`src/logic/evict_macros.svh`:
```
`ifndef EVICT_MACROS_SVH
`define EVICT_MACROS_SVH

// bus widths
`define EVICT_ADDR_W		32
`define EVICT_DATA_W		64
`define EVICT_ID_W		4

// entries per eviction FIFO
`define EVICT_FIFO_DEPTH	8

// writes that may await B at once
`define EVICT_MAX_OUTST		4
`define EVICT_OUTST_W		($clog2(`EVICT_MAX_OUTST + 1))

`define EVICT_ERR_W		16

`endif

```
`src/logic/evict_pkg.sv`:
```
`default_nettype none

package evict_pkg;

	// issuer FSM
	typedef enum logic [1:0] {
		S_IDLE,
		S_POP,
		S_SEND
	} issuer_state_e;

	// AXI BRESP encoding
	typedef enum logic [1:0] {
		RESP_OKAY	= 2'b00,
		RESP_EXOKAY	= 2'b01,
		RESP_SLVERR	= 2'b10,
		RESP_DECERR	= 2'b11
	} axi_resp_e;

endpackage

`default_nettype wire

```
`src/logic/evict_trk_if.sv`:
```
`default_nettype none
`include "evict_macros.svh"

interface evict_trk_if;

	logic				credit;		// a write may start now
	logic	[`EVICT_ID_W-1:0]	next_id;	// lowest free id
	logic				issue;		// one cycle per sent write
	logic	[`EVICT_ID_W-1:0]	issue_id;

	modport issuer (
		input	credit, next_id,
		output	issue, issue_id
	);

	modport tracker (
		output	credit, next_id,
		input	issue, issue_id
	);

endinterface

`default_nettype wire

```
`src/logic/evict_fifo.sv`:
```
`default_nettype none

module evict_fifo #(
	parameter int WIDTH	= 32,
	parameter int DEPTH	= 8
) (
	input	wire			clk,
	input	wire			rst_n,
	input	wire			push_i,
	input	wire	[WIDTH-1:0]	push_data_i,
	output	logic			ready_o,
	input	wire			rden_i,
	output	logic			empty_o,
	output	logic	[WIDTH-1:0]	data_o
);

localparam int PTR_W = (DEPTH > 1) ? $clog2(DEPTH) : 1;
localparam int CNT_W = $clog2(DEPTH + 1);

logic	[WIDTH-1:0]	mem [DEPTH];
logic	[PTR_W-1:0]	wr_ptr;
logic	[PTR_W-1:0]	rd_ptr;
logic	[CNT_W-1:0]	count;

function automatic logic [PTR_W-1:0] ptr_inc(input logic [PTR_W-1:0] ptr);
	if (ptr == PTR_W'(DEPTH - 1)) begin
		return '0;	// wrap, depth need not be a power of two
	end
	return ptr + 1'b1;
endfunction

assign ready_o = (count != CNT_W'(DEPTH));
assign empty_o = (count == '0);

always_ff @(posedge clk) begin
	if (!rst_n) begin
		wr_ptr	<= '0;
		rd_ptr	<= '0;
		count	<= '0;
	end else begin
		if (push_i)
			wr_ptr <= ptr_inc(wr_ptr);
		if (rden_i)
			rd_ptr <= ptr_inc(rd_ptr);
		case ({push_i, rden_i})
			2'b10:		count <= count + 1'b1;
			2'b01:		count <= count - 1'b1;
			default:	;
		endcase
	end
end

always_ff @(posedge clk) begin
	if (push_i)
		mem[wr_ptr] <= push_data_i;
	if (rden_i)
		data_o <= mem[rd_ptr];	// entry shows up next cycle
end

// push side is gated by ready at the top, pop side by the issuer
a_no_push_full: assert property (@(posedge clk) disable iff (!rst_n)
	push_i |-> ready_o);
a_no_read_empty: assert property (@(posedge clk) disable iff (!rst_n)
	rden_i |-> !empty_o);

endmodule

`default_nettype wire

```
`src/logic/evict_issuer.sv`:
```
`default_nettype none
`include "evict_macros.svh"

module evict_issuer
	import evict_pkg::*;
(
	input	wire				clk,
	input	wire				rst_n,

	// address FIFO read side
	input	wire				awfifo_empty_i,
	output	logic				awfifo_rden_o,
	input	wire	[`EVICT_ADDR_W-1:0]	awfifo_data_i,

	// data FIFO read side
	input	wire				wfifo_empty_i,
	output	logic				wfifo_rden_o,
	input	wire	[`EVICT_DATA_W-1:0]	wfifo_data_i,

	evict_trk_if.issuer			trk,

	// AW channel
	output	logic	[`EVICT_ID_W-1:0]	awid_o,
	output	logic	[`EVICT_ADDR_W-1:0]	awaddr_o,
	output	logic				awvalid_o,
	input	wire				awready_i,

	// W channel
	output	logic	[`EVICT_ID_W-1:0]	wid_o,
	output	logic	[`EVICT_DATA_W-1:0]	wdata_o,
	output	logic				wvalid_o,
	input	wire				wready_i
);

issuer_state_e			state;
issuer_state_e			state_n;

logic				pop_go;
logic				aw_done;
logic				w_done;

logic				awvalid_q;
logic				wvalid_q;
logic				issue_q;

logic	[`EVICT_ID_W-1:0]	id_q;
logic	[`EVICT_ADDR_W-1:0]	awaddr_q;
logic	[`EVICT_DATA_W-1:0]	wdata_q;

// credit only matters while idle
assign pop_go = (state == S_IDLE) && !awfifo_empty_i && !wfifo_empty_i && trk.credit;

// channel finished already or finishing now
assign aw_done	= !awvalid_q || awready_i;
assign w_done	= !wvalid_q || wready_i;

always_comb begin
	state_n = state;
	case (state)
		S_IDLE: begin
			if (pop_go)
				state_n = S_POP;
		end
		S_POP: begin
			state_n = S_SEND;	// FIFO outputs valid now
		end
		S_SEND: begin
			if (aw_done && w_done)
				state_n = S_IDLE;
		end
		default: begin
			state_n = S_IDLE;
		end
	endcase
end

always_ff @(posedge clk) begin
	if (!rst_n) begin
		state		<= S_IDLE;
		awvalid_q	<= 1'b0;
		wvalid_q	<= 1'b0;
		issue_q		<= 1'b0;
	end else begin
		state	<= state_n;
		issue_q	<= (state == S_POP);	// high on first S_SEND cycle
		if (state == S_POP) begin
			awvalid_q	<= 1'b1;
			wvalid_q	<= 1'b1;
		end else begin
			if (awready_i)
				awvalid_q <= 1'b0;
			if (wready_i)
				wvalid_q <= 1'b0;
		end
	end
end

always_ff @(posedge clk) begin
	if (state == S_POP) begin
		awaddr_q	<= awfifo_data_i;
		wdata_q		<= wfifo_data_i;
		id_q		<= trk.next_id;	// still free, nothing issued since idle
	end
end

assign awfifo_rden_o	= pop_go;
assign wfifo_rden_o	= pop_go;

assign awid_o		= id_q;
assign awaddr_o		= awaddr_q;
assign awvalid_o	= awvalid_q;
assign wid_o		= id_q;
assign wdata_o		= wdata_q;
assign wvalid_o		= wvalid_q;

assign trk.issue	= issue_q;
assign trk.issue_id	= id_q;

a_aw_hold: assert property (@(posedge clk) disable iff (!rst_n)
	awvalid_o && !awready_i |=> awvalid_o && $stable(awaddr_o) && $stable(awid_o));

endmodule

`default_nettype wire

```
`src/logic/evict_resp_tracker.sv`:
```
`default_nettype none
`include "evict_macros.svh"

module evict_resp_tracker
	import evict_pkg::*;
(
	input	wire				clk,
	input	wire				rst_n,

	evict_trk_if.tracker			trk,

	// B channel
	input	wire	[`EVICT_ID_W-1:0]	bid_i,
	input	wire	[1:0]			bresp_i,
	input	wire				bvalid_i,
	output	logic				bready_o,

	output	logic	[`EVICT_OUTST_W-1:0]	outstanding_o,
	output	logic	[`EVICT_ERR_W-1:0]	err_count_o,
	output	logic				stray_o
);

localparam int NUM_IDS = 1 << `EVICT_ID_W;

logic	[NUM_IDS-1:0]		busy;
logic	[NUM_IDS-1:0]		set_mask;
logic	[NUM_IDS-1:0]		clr_mask;
logic	[`EVICT_OUTST_W-1:0]	count;
logic	[`EVICT_ERR_W-1:0]	err_cnt;
logic				bready_q;
logic				stray_q;
logic				b_fire;
logic				b_known;
logic				b_err;
axi_resp_e			bresp;

assign bresp	= axi_resp_e'(bresp_i);
assign b_fire	= bvalid_i && bready_q;
assign b_known	= busy[bid_i];
assign b_err	= (bresp == RESP_SLVERR) || (bresp == RESP_DECERR);

assign set_mask	= trk.issue ? (NUM_IDS'(1) << trk.issue_id) : '0;
assign clr_mask	= (b_fire && b_known) ? (NUM_IDS'(1) << bid_i) : '0;

// lowest free id wins
always_comb begin
	trk.next_id = '0;
	for (int i = NUM_IDS - 1; i >= 0; i--) begin
		if (!busy[i])
			trk.next_id = i[`EVICT_ID_W-1:0];
	end
end

assign trk.credit = (count < `EVICT_MAX_OUTST) && !(&busy);

always_ff @(posedge clk) begin
	if (!rst_n) begin
		busy		<= '0;
		count		<= '0;
		err_cnt		<= '0;
		bready_q	<= 1'b0;
		stray_q		<= 1'b0;
	end else begin
		bready_q	<= 1'b1;
		busy		<= (busy & ~clr_mask) | set_mask;
		case ({trk.issue, b_fire && b_known})
			2'b10:		count <= count + 1'b1;
			2'b01:		count <= count - 1'b1;
			default:	;	// both or neither
		endcase
		if (b_fire && b_err && !(&err_cnt))
			err_cnt <= err_cnt + 1'b1;	// saturates
		if (b_fire && !b_known)
			stray_q <= 1'b1;	// sticky
	end
end

assign bready_o		= bready_q;
assign outstanding_o	= count;
assign err_count_o	= err_cnt;
assign stray_o		= stray_q;

// credit gating in the issuer keeps both of these
a_outst_limit: assert property (@(posedge clk) disable iff (!rst_n)
	count <= `EVICT_MAX_OUTST);
a_issue_free_id: assert property (@(posedge clk) disable iff (!rst_n)
	trk.issue |-> !busy[trk.issue_id]);

endmodule

`default_nettype wire

```
`src/logic/evict_top.sv`:
```
`default_nettype none
`include "evict_macros.svh"

module evict_top (
	input	wire				clk,
	input	wire				rst_n,

	// evicted addresses from the cache
	input	wire				evict_addr_valid_i,
	input	wire	[`EVICT_ADDR_W-1:0]	evict_addr_i,
	output	logic				evict_addr_ready_o,

	// evicted line data from the cache
	input	wire				evict_data_valid_i,
	input	wire	[`EVICT_DATA_W-1:0]	evict_data_i,
	output	logic				evict_data_ready_o,

	// AW channel
	output	logic	[`EVICT_ID_W-1:0]	awid_o,
	output	logic	[`EVICT_ADDR_W-1:0]	awaddr_o,
	output	logic				awvalid_o,
	input	wire				awready_i,

	// W channel
	output	logic	[`EVICT_ID_W-1:0]	wid_o,
	output	logic	[`EVICT_DATA_W-1:0]	wdata_o,
	output	logic				wvalid_o,
	input	wire				wready_i,

	// B channel
	input	wire	[`EVICT_ID_W-1:0]	bid_i,
	input	wire	[1:0]			bresp_i,
	input	wire				bvalid_i,
	output	logic				bready_o,

	output	logic	[`EVICT_OUTST_W-1:0]	outstanding_o,
	output	logic	[`EVICT_ERR_W-1:0]	err_count_o,
	output	logic				stray_o
);

logic				addr_push;
logic				addr_rden;
logic				addr_empty;
logic	[`EVICT_ADDR_W-1:0]	addr_q;

logic				data_push;
logic				data_rden;
logic				data_empty;
logic	[`EVICT_DATA_W-1:0]	data_q;

evict_trk_if i_trk ();

// valid alone is not a push
assign addr_push = evict_addr_valid_i && evict_addr_ready_o;
assign data_push = evict_data_valid_i && evict_data_ready_o;

evict_fifo #(
	.WIDTH		(`EVICT_ADDR_W),
	.DEPTH		(`EVICT_FIFO_DEPTH)
) i_addr_fifo (
	.clk		(clk),
	.rst_n		(rst_n),
	.push_i		(addr_push),
	.push_data_i	(evict_addr_i),
	.ready_o	(evict_addr_ready_o),
	.rden_i		(addr_rden),
	.empty_o	(addr_empty),
	.data_o		(addr_q)
);

evict_fifo #(
	.WIDTH		(`EVICT_DATA_W),
	.DEPTH		(`EVICT_FIFO_DEPTH)
) i_data_fifo (
	.clk		(clk),
	.rst_n		(rst_n),
	.push_i		(data_push),
	.push_data_i	(evict_data_i),
	.ready_o	(evict_data_ready_o),
	.rden_i		(data_rden),
	.empty_o	(data_empty),
	.data_o		(data_q)
);

evict_issuer i_issuer (
	.clk		(clk),
	.rst_n		(rst_n),
	.awfifo_empty_i	(addr_empty),
	.awfifo_rden_o	(addr_rden),
	.awfifo_data_i	(addr_q),
	.wfifo_empty_i	(data_empty),
	.wfifo_rden_o	(data_rden),
	.wfifo_data_i	(data_q),
	.trk		(i_trk),
	.awid_o		(awid_o),
	.awaddr_o	(awaddr_o),
	.awvalid_o	(awvalid_o),
	.awready_i	(awready_i),
	.wid_o		(wid_o),
	.wdata_o	(wdata_o),
	.wvalid_o	(wvalid_o),
	.wready_i	(wready_i)
);

evict_resp_tracker i_tracker (
	.clk		(clk),
	.rst_n		(rst_n),
	.trk		(i_trk),
	.bid_i		(bid_i),
	.bresp_i	(bresp_i),
	.bvalid_i	(bvalid_i),
	.bready_o	(bready_o),
	.outstanding_o	(outstanding_o),
	.err_count_o	(err_count_o),
	.stray_o	(stray_o)
);

endmodule

`default_nettype wire

```
`config.mk`:
```
export PLATFORM = sky130hd
export DESIGN_NAME = evict_top
export DESIGN_NICKNAME = d
export VERILOG_FILES = /design/src/logic/evict_pkg.sv /design/src/logic/evict_trk_if.sv /design/src/logic/evict_fifo.sv /design/src/logic/evict_issuer.sv /design/src/logic/evict_resp_tracker.sv /design/src/logic/evict_top.sv
export VERILOG_INCLUDE_DIRS = /design/src /design/src/logic
export SDC_FILE = /design/constraint.sdc
export NUM_CORES = 1
export LEC_CHECK = 0
export ABC_AREA = 1
export ABC_CLOCK_PERIOD_IN_PS = 6520
export BUFFER_PORTS_ARGS = -buffer_cell sky130_fd_sc_hd__buf_4
export CORE_ASPECT_RATIO = 0.7
export CORE_MARGIN = 2
export CORE_UTILIZATION = 50
export CTS_CLUSTER_SIZE = 10
export DETAILED_ROUTE_END_ITERATION = 7
export PLACE_DENSITY = 0.68
export SETUP_SLACK_MARGIN = 0.2
export SKIP_CTS_REPAIR_TIMING = 1
export SLEW_MARGIN = 20
export SYNTH_ARGS = -nofsm -noshare
export SYNTH_HDL_FRONTEND = slang
export SYNTH_SLANG_ARGS = --single-unit
```
`constraint.sdc`:
```
create_clock -name clk -period 6.52 [get_ports clk]
set_input_delay 0.326 -clock clk [delete_from_list [all_inputs] [get_ports clk]]
set_output_delay 0.326 -clock clk [all_outputs]
set_load 0.01 [all_outputs]
```
==> impl_metrics.ini, run 1 <==
[status]
status = completed

[floorplanning]
initial_core_util_pct = 50.48
die_h_um = 237.1
coreArea_mm2 = 0.07689
io_pins = 238
fp-row-count = 85
die_x_um = 337.0
dieArea_mm2 = 0.07991

[timing]
fin_worst_skew_ns = 0.02594
fmax_mhz = 294.3
finalCriticalPeriod_ns = 3.398
setup-tns-final_ns = 0
hold_viol = 0
tightestPinTransition_ns = 1.081
rsz0062_at_grt = false
slew_headroom_pct = 27.96
setup_viol = 0
finalCritPeriodShare_pct = 52.12
slew_violations = 0

[flow_run]
maxCapViolCount = 0

[power]
p_int_mw = 12.66
swShare_pct = 28.84
pwr-share-seq_pct = 49.4
p_total_mw = 17.79
p_clk_share_pct = 30.6
p_leak_nw = 15.41
comb_power_share_pct = 19.9
power.switching_mw = 5.132
p_per_area_mw_per_mm2 = 389.5
vdd_drop_max_v = 0.0002692

[worst_setup_path]
worstPathArrival_ns = 3.96
critPathCaptureType = register
startpoint_type = register
critPathSlowestCell = inv_4
crit_fanout = 46
r2r_setup_slack_ns = 3.12
cp.required_ns = 7.08
cp.buffers_inverters = 1
critPathKind = reg -> reg
critPathMaxStageDelay_ns = 0.74
crit_family = simple AND/OR/NAND/NOR gates
path_cells = nor3_1 -> nand2_1 -> a31oi_1 -> nand2_1 -> inv_4 -> ha_1 -> ha_1 -> nand2_1 -> nor2_1 -> a211oi_1 -> nor2_1 -> nor2_1 -> nand2_1 -> o21ai_0 -> a21oi_1
crit_top_cell = nand2_1

[cells_and_area]
area_growth_pct = 17.70
final_core_util_pct = 59.41
final_cell_mix = edfxtp_1, nor2_1, o21ai_0
mostFrequentLayoutCell = edfxtp_1
fillers = 5687
drive_gt1_share_pct = 13.99
fin_cells = 4284
nets = 3331

[clock_network]
cts_max_level = 3
cts.path.max_buffers = 3
worst_skew_pair.late_latency_ns = 0.68
clock-sinks = 1026
cts-root-buf = clkbuf_16
numCtsBuffers = 113
cts_tree = done
path_clk_slew_ns = 0.06

[global_route]
grt_pass1_wl_um = 132100
grt_usage_pct = 21.77
overflow = 0
antenna_found_initial = 5
first_global_vias = 23401
grt_max_degree = 144

[logic_synthesis]
synth_edf_count = 964
synth_ff_type = edfxtp_1
yosysTopAreaCell = edfxtp_1
synth_cell_type_count = 39
synth_seq_cells = 1026
syn-cell-area_mm2 = 0.03882
synth_area_leaders = edfxtp_1, nor2_1, o21ai_0, dfxtp_1, a31oi_1
synthArstFlopShare_pct = 0
syn_avg_cell_area_um2 = 13.50
synth_top_cell_area_share_pct = 74.58
yosysWarnings = 0
yosysSeqAreaShare_pct = 77.77
syn_nets = 3004
syn_inst = 2876

[drt]
vias_per_cell = 5.594
drtAntennaViolNets = 0
drc = 0
drt_wl_total_um = 87660
route.detailed.wl_per_inst_um = 20.46
firstDrtPassIters = 6
dr.first_iter.drc_count = 2209
vias = 23965

[placed_design]
hpwlAfterDp_um = 45690
dp.cells = 4033
gp_congestion = 0.8800
port-buffer-count = 236

[worst_hold_path]
worstHoldPathType = in -> reg
[cells in the mapped netlist (2+ instances only)]
master and instances:
buf_4 7, inv_1 68, o21ai_0 408, buf_2 48, o22ai_1 97, fa_1 3, a21oi_1 40, a22oi_1 2
nand2_1 103, nor2_2 3, xnor2_1 2, clkinv_1 2, inv_2 3, o21a_1 2, o211a_1 2, a211oi_1 4
nor3_1 33, a31oi_1 100, edfxtp_1 964, dfxtp_1 62, nand4_1 10, buf_1 10, nand3_2 9, ha_1 16
nand3_1 26, nor3b_1 2, nor2_1 732, xor2_1 2, a21oi_2 9, clkbuf_1 97, o31ai_1 2
[registers in the layout, summed over array words and instances (netlist names), 3 cells and up]
name and count:
i_issuer.wdata_o 64, i_addr_fifo.wr_ptr 3, i_issuer.awid_o 4, i_issuer.awaddr_o 32, i_addr_fifo.count 4, i_data_fifo.mem 512
i_data_fifo.wr_ptr 3, i_tracker.err_count_o 16, i_addr_fifo.data_o 32, i_addr_fifo.rd_ptr 3, i_data_fifo.count 4, i_data_fifo.rd_ptr 3
i_tracker.busy 16, i_addr_fifo.mem 256, i_tracker.outstanding_o 3, i_data_fifo.data_o 64
[tightest hold or removal path: stages]
cell and delay (ns):
buf_4 0.11, nand2_1 0.18, a21oi_1 0.09
[layer usage]
metal,track usage [%],wire [µm],vias up
li1,-,-,11107
met1,29.08,37000,11860
met2,35.99,42880,834
met3,3.947,5646,160
met4,7.698,2104,4
met5,0,28,-
[per-stage QoR]
step | hold WS (ns) | setup WS [ns] | area, µm²
after global placement | 0.4023 | 3.122 | 41610
after floorplan | 0.3537 | 1.106 | 38820
after global routing | 0.09382 | 2.775 | 45690
after CTS | -0.2073 | 3.104 | 44680
final | 0.08811 | 3.122 | 45690
after detailed placement | 0.4045 | 3.132 | 41610
[power by group through the flow]
stage               clock (mW)  combinational, mW  sequential, mW
floorplan                    0               2.09            8.97
global placement             0               3.36            8.89
detailed placement           0               3.50            8.92
CTS                       5.55               3.52            8.80
global route              5.83               3.95            8.87
finish                    5.45               3.55            8.79
[layout make-up]
type / count / area [µm²] / area share (%)
sequential: 1026 / 30200 / 66.11
clock buffer: 138 / 2922 / 6.395
timing repair buffer: 375 / 3079 / 6.740
multi-input combinational: 1614 / 7731 / 16.92
antenna: 3 / 7.507 / 0.01643
inverter: 73 / 286.5 / 0.6272
tap: 1044 / 1306 / 2.859
clock inverter: 11 / 151.4 / 0.3314
[cell families (layout without fill, tap and decap cells)]
group | count (synthesis) | after routing | synth area share (%)
other | 0 | 3 | 0
xor gates and xnor gates | 4 | 4 | 0.09027
adders and majority gates | 19 | 19 | 0.6705
DFF | 1026 | 1026 | 77.77
and+or+nand+nor | 923 | 923 | 9.445
buffers and inverters | 236 | 597 | 2.534
AOI/OAI and AO/OA | 668 | 668 | 9.486
[path summary, 6_finish.rpt]
check,startpoint,to,depth (start not counted)
hold reg to reg,i_data_fifo.data_o[19],i_issuer.wdata_o[19],0
hold / removal,evict_data_valid_i,i_data_fifo.wr_ptr[2],3
setup / recovery,i_tracker.outstanding_o[2],i_data_fifo.count[3],15
setup reg to reg,i_tracker.outstanding_o[2],i_data_fifo.count[3],15
Note: power is estimated with default switching activity, not from simulation.
==> run 2, diff against run 1 <==
--- a/config.mk
+++ b/config.mk
@@ -7,7 +7,7 @@
 export NUM_CORES = 1
 export LEC_CHECK = 0
 export ABC_AREA = 1
-export ABC_CLOCK_PERIOD_IN_PS = 6520
+export ABC_CLOCK_PERIOD_IN_PS = 3550
 export BUFFER_PORTS_ARGS = -buffer_cell sky130_fd_sc_hd__buf_4
 export CORE_ASPECT_RATIO = 0.7
 export CORE_MARGIN = 2
==> constraint.sdc (replaced) <==
create_clock -name clk -period 3.55 [get_ports clk]
set_input_delay 0.1775 -clock clk [delete_from_list [all_inputs] [get_ports clk]]
set_output_delay 0.1775 -clock clk [all_outputs]
set_load 0.01 [all_outputs]
==> run 2 against run 1 <==
Final area rose by 1.1%. Maximum frequency increased by 22%. Register-to-register slack worse by 2.4 ns. Core utilization grew 0.64 points. Global-route usage grew 0.21 points. Non-clock buffer count rose by 20. First-iteration DRC count is 8.6% lower. Critical endpoint unchanged. Largest power group unchanged.
==> impl_metrics.ini, run 2 (synthesis gave the netlist of run 1 again) <==
[timing]
fin_worst_skew_ns = 0.03238
tightestPinTransition_ns = 0.9398
slew_violations = 0
fmax_mhz = 359.0
finalCriticalPeriod_ns = 2.785
finalCritPeriodShare_pct = 78.46
rsz0062_at_grt = false
setup_viol = 0
slew_headroom_pct = 37.28
hold_viol = 0
whs_ns = 0.01006

[drt]
vias = 24050
drtAntennaViolNets = 0
firstDrtPassIters = 7
drc = 0
drt_wl_total_um = 89220
vias_per_cell = 5.567
route.detailed.wl_per_inst_um = 20.65
dr.first_iter.drc_count = 2020

[cells_and_area]
reg_top3 = i_data_fifo.mem (512), i_addr_fifo.mem (256)
final_cell_mix = edfxtp_1, nor2_1, o21ai_0
nets = 3351
drive_gt1_share_pct = 14.95
largest_reg_flops = 512
fillers = 5711
fin_cells = 4320
area_growth_pct = 18.97
top_register = i_data_fifo.mem
mostFrequentLayoutCell = edfxtp_1

[worst_hold_path]
worstHoldPathType = in -> reg
min_from = bid_i[3]
min_to = i_tracker.busy[4]
hold_depth = 5

[clock_network]
cts_max_level = 3
worst_skew_pair.late_latency_ns = 0.69
path_clk_slew_ns = 0.06
cts_tree = done
numCtsBuffers = 113
cts-root-buf = clkbuf_16
cts.path.max_buffers = 3
clock-sinks = 1026

[global_route]
grt-busiest-layer = met2
grtUsageMet2_pct = 35.29
met1_usage_pct = 30.77
grt_max_degree = 201
grt_use_met3_pct = 4.521
grt_usage_pct = 21.98
grt_pass1_wl_um = 134000
antenna_found_initial = 7
first_global_vias = 23146
overflow = 0

[placed_design]
dp.cells = 4050
gp_congestion = 0.8446
port-buffer-count = 236
hpwlAfterDp_um = 47560

[power]
p_per_area_mw_per_mm2 = 718.3
p_leak_nw = 15.58
vdd_drop_max_v = 0.0004570

[floorplanning]
dieArea_mm2 = 0.07991
fp-row-count = 85
die_h_um = 237.1
die_x_um = 337.0
coreArea_mm2 = 0.07689
io_pins = 238
initial_core_util_pct = 50.48

[worst_setup_path]
critPathCaptureType = register
worstPathArrival_ns = 3.36
startpoint_type = register
rr_worst_depth = 15
r2r_setup_slack_ns = 0.76
crit_fanout = 14
critPathKind = reg -> reg
cp.required_ns = 4.12
r2r_end = i_data_fifo.count[3]
reg2reg_from = i_tracker.busy[13]

[status]
status = completed

[flow_run]
maxCapViolCount = 0
==> run 2: power by group <==
part | total, mW | leakage [nW] | switching [mW] | internal [mW]
clock network | 10.2 | 1.51 | 4.39 | 5.85
logic | 6.80 | 4.78 | 4.66 | 2.14
registers | 16.1 | 9.30 | 0.547 | 15.6
total | 33.2 | 15.6 | 9.60 | 23.6
==> run 2: metal layers <==
metal / up-vias / routed length, µm
li1: 11175 / -
met1: 11903 / 39060
met4: 6 / 1590
met5: - / 41
met2: 829 / 42710
met3: 137 / 5813
==> run 2: cell type report <==
type	instances	area [µm²]	area share (%)
Clock buffer	153	2978	6.449
Tap cell	1044	1306	2.829
Timing Repair Buffer	395	3458	7.489
Sequential cell	1026	30220	65.44
Clock inverter	9	157.7	0.3414
Multi-Input combinational cell	1614	7756	16.80
Inverter	73	287.8	0.6232
Antenna cell	6	15.01	0.03251
==> run 2: worst max path at each step <==
stage,from,endpoint,slack [ns]
final,i_tracker.busy[13],i_data_fifo.count[3],0.76
after global routing,i_tracker.busy[13],i_data_fifo.count[3],0.46
after CTS,i_tracker.busy[13],i_data_fifo.count[3],0.75
after detailed placement,i_tracker.busy[14],i_data_fifo.count[3],0.76
after global placement,i_tracker.busy[5],i_data_fifo.count[3],0.76
after floorplan,i_data_fifo.count[1],i_data_fifo.mem[1][0],-0.49
==> run 2: metrics by stage <==
step | TNS, ns | util (%) | worst slack (ns) | cell area [µm²] | power (mW)
global route | 0 | 60.05 | 0.4591 | 46170 | 34.62
finish | 0 | 60.06 | 0.7646 | 46180 | 33.17
global placement | 0 | 54.63 | 0.7587 | 42010 | 22.78
detailed placement | 0 | 54.63 | 0.7584 | 42010 | 23.07
CTS | 0 | 58.71 | 0.7543 | 45140 | 33.30
floorplan | -126.02 | - | -0.4899 | 38890 | 20.28
==> run 2: worst max-delay path: stages (launching register included) <==
cell and delay, ns:
dfxtp_2 0.36, nand4_1 0.14, nor2_1 0.18, nand2_1 0.11, nand2_2 0.25, clkinvlp_4 0.19
ha_1 0.26, ha_1 0.33, nand2_1 0.09, nor2_1 0.04, a211oi_1 0.25, nor2_1 0.08
nor2_1 0.10, nand2_1 0.07, o21ai_0 0.16, a21oi_1 0.05
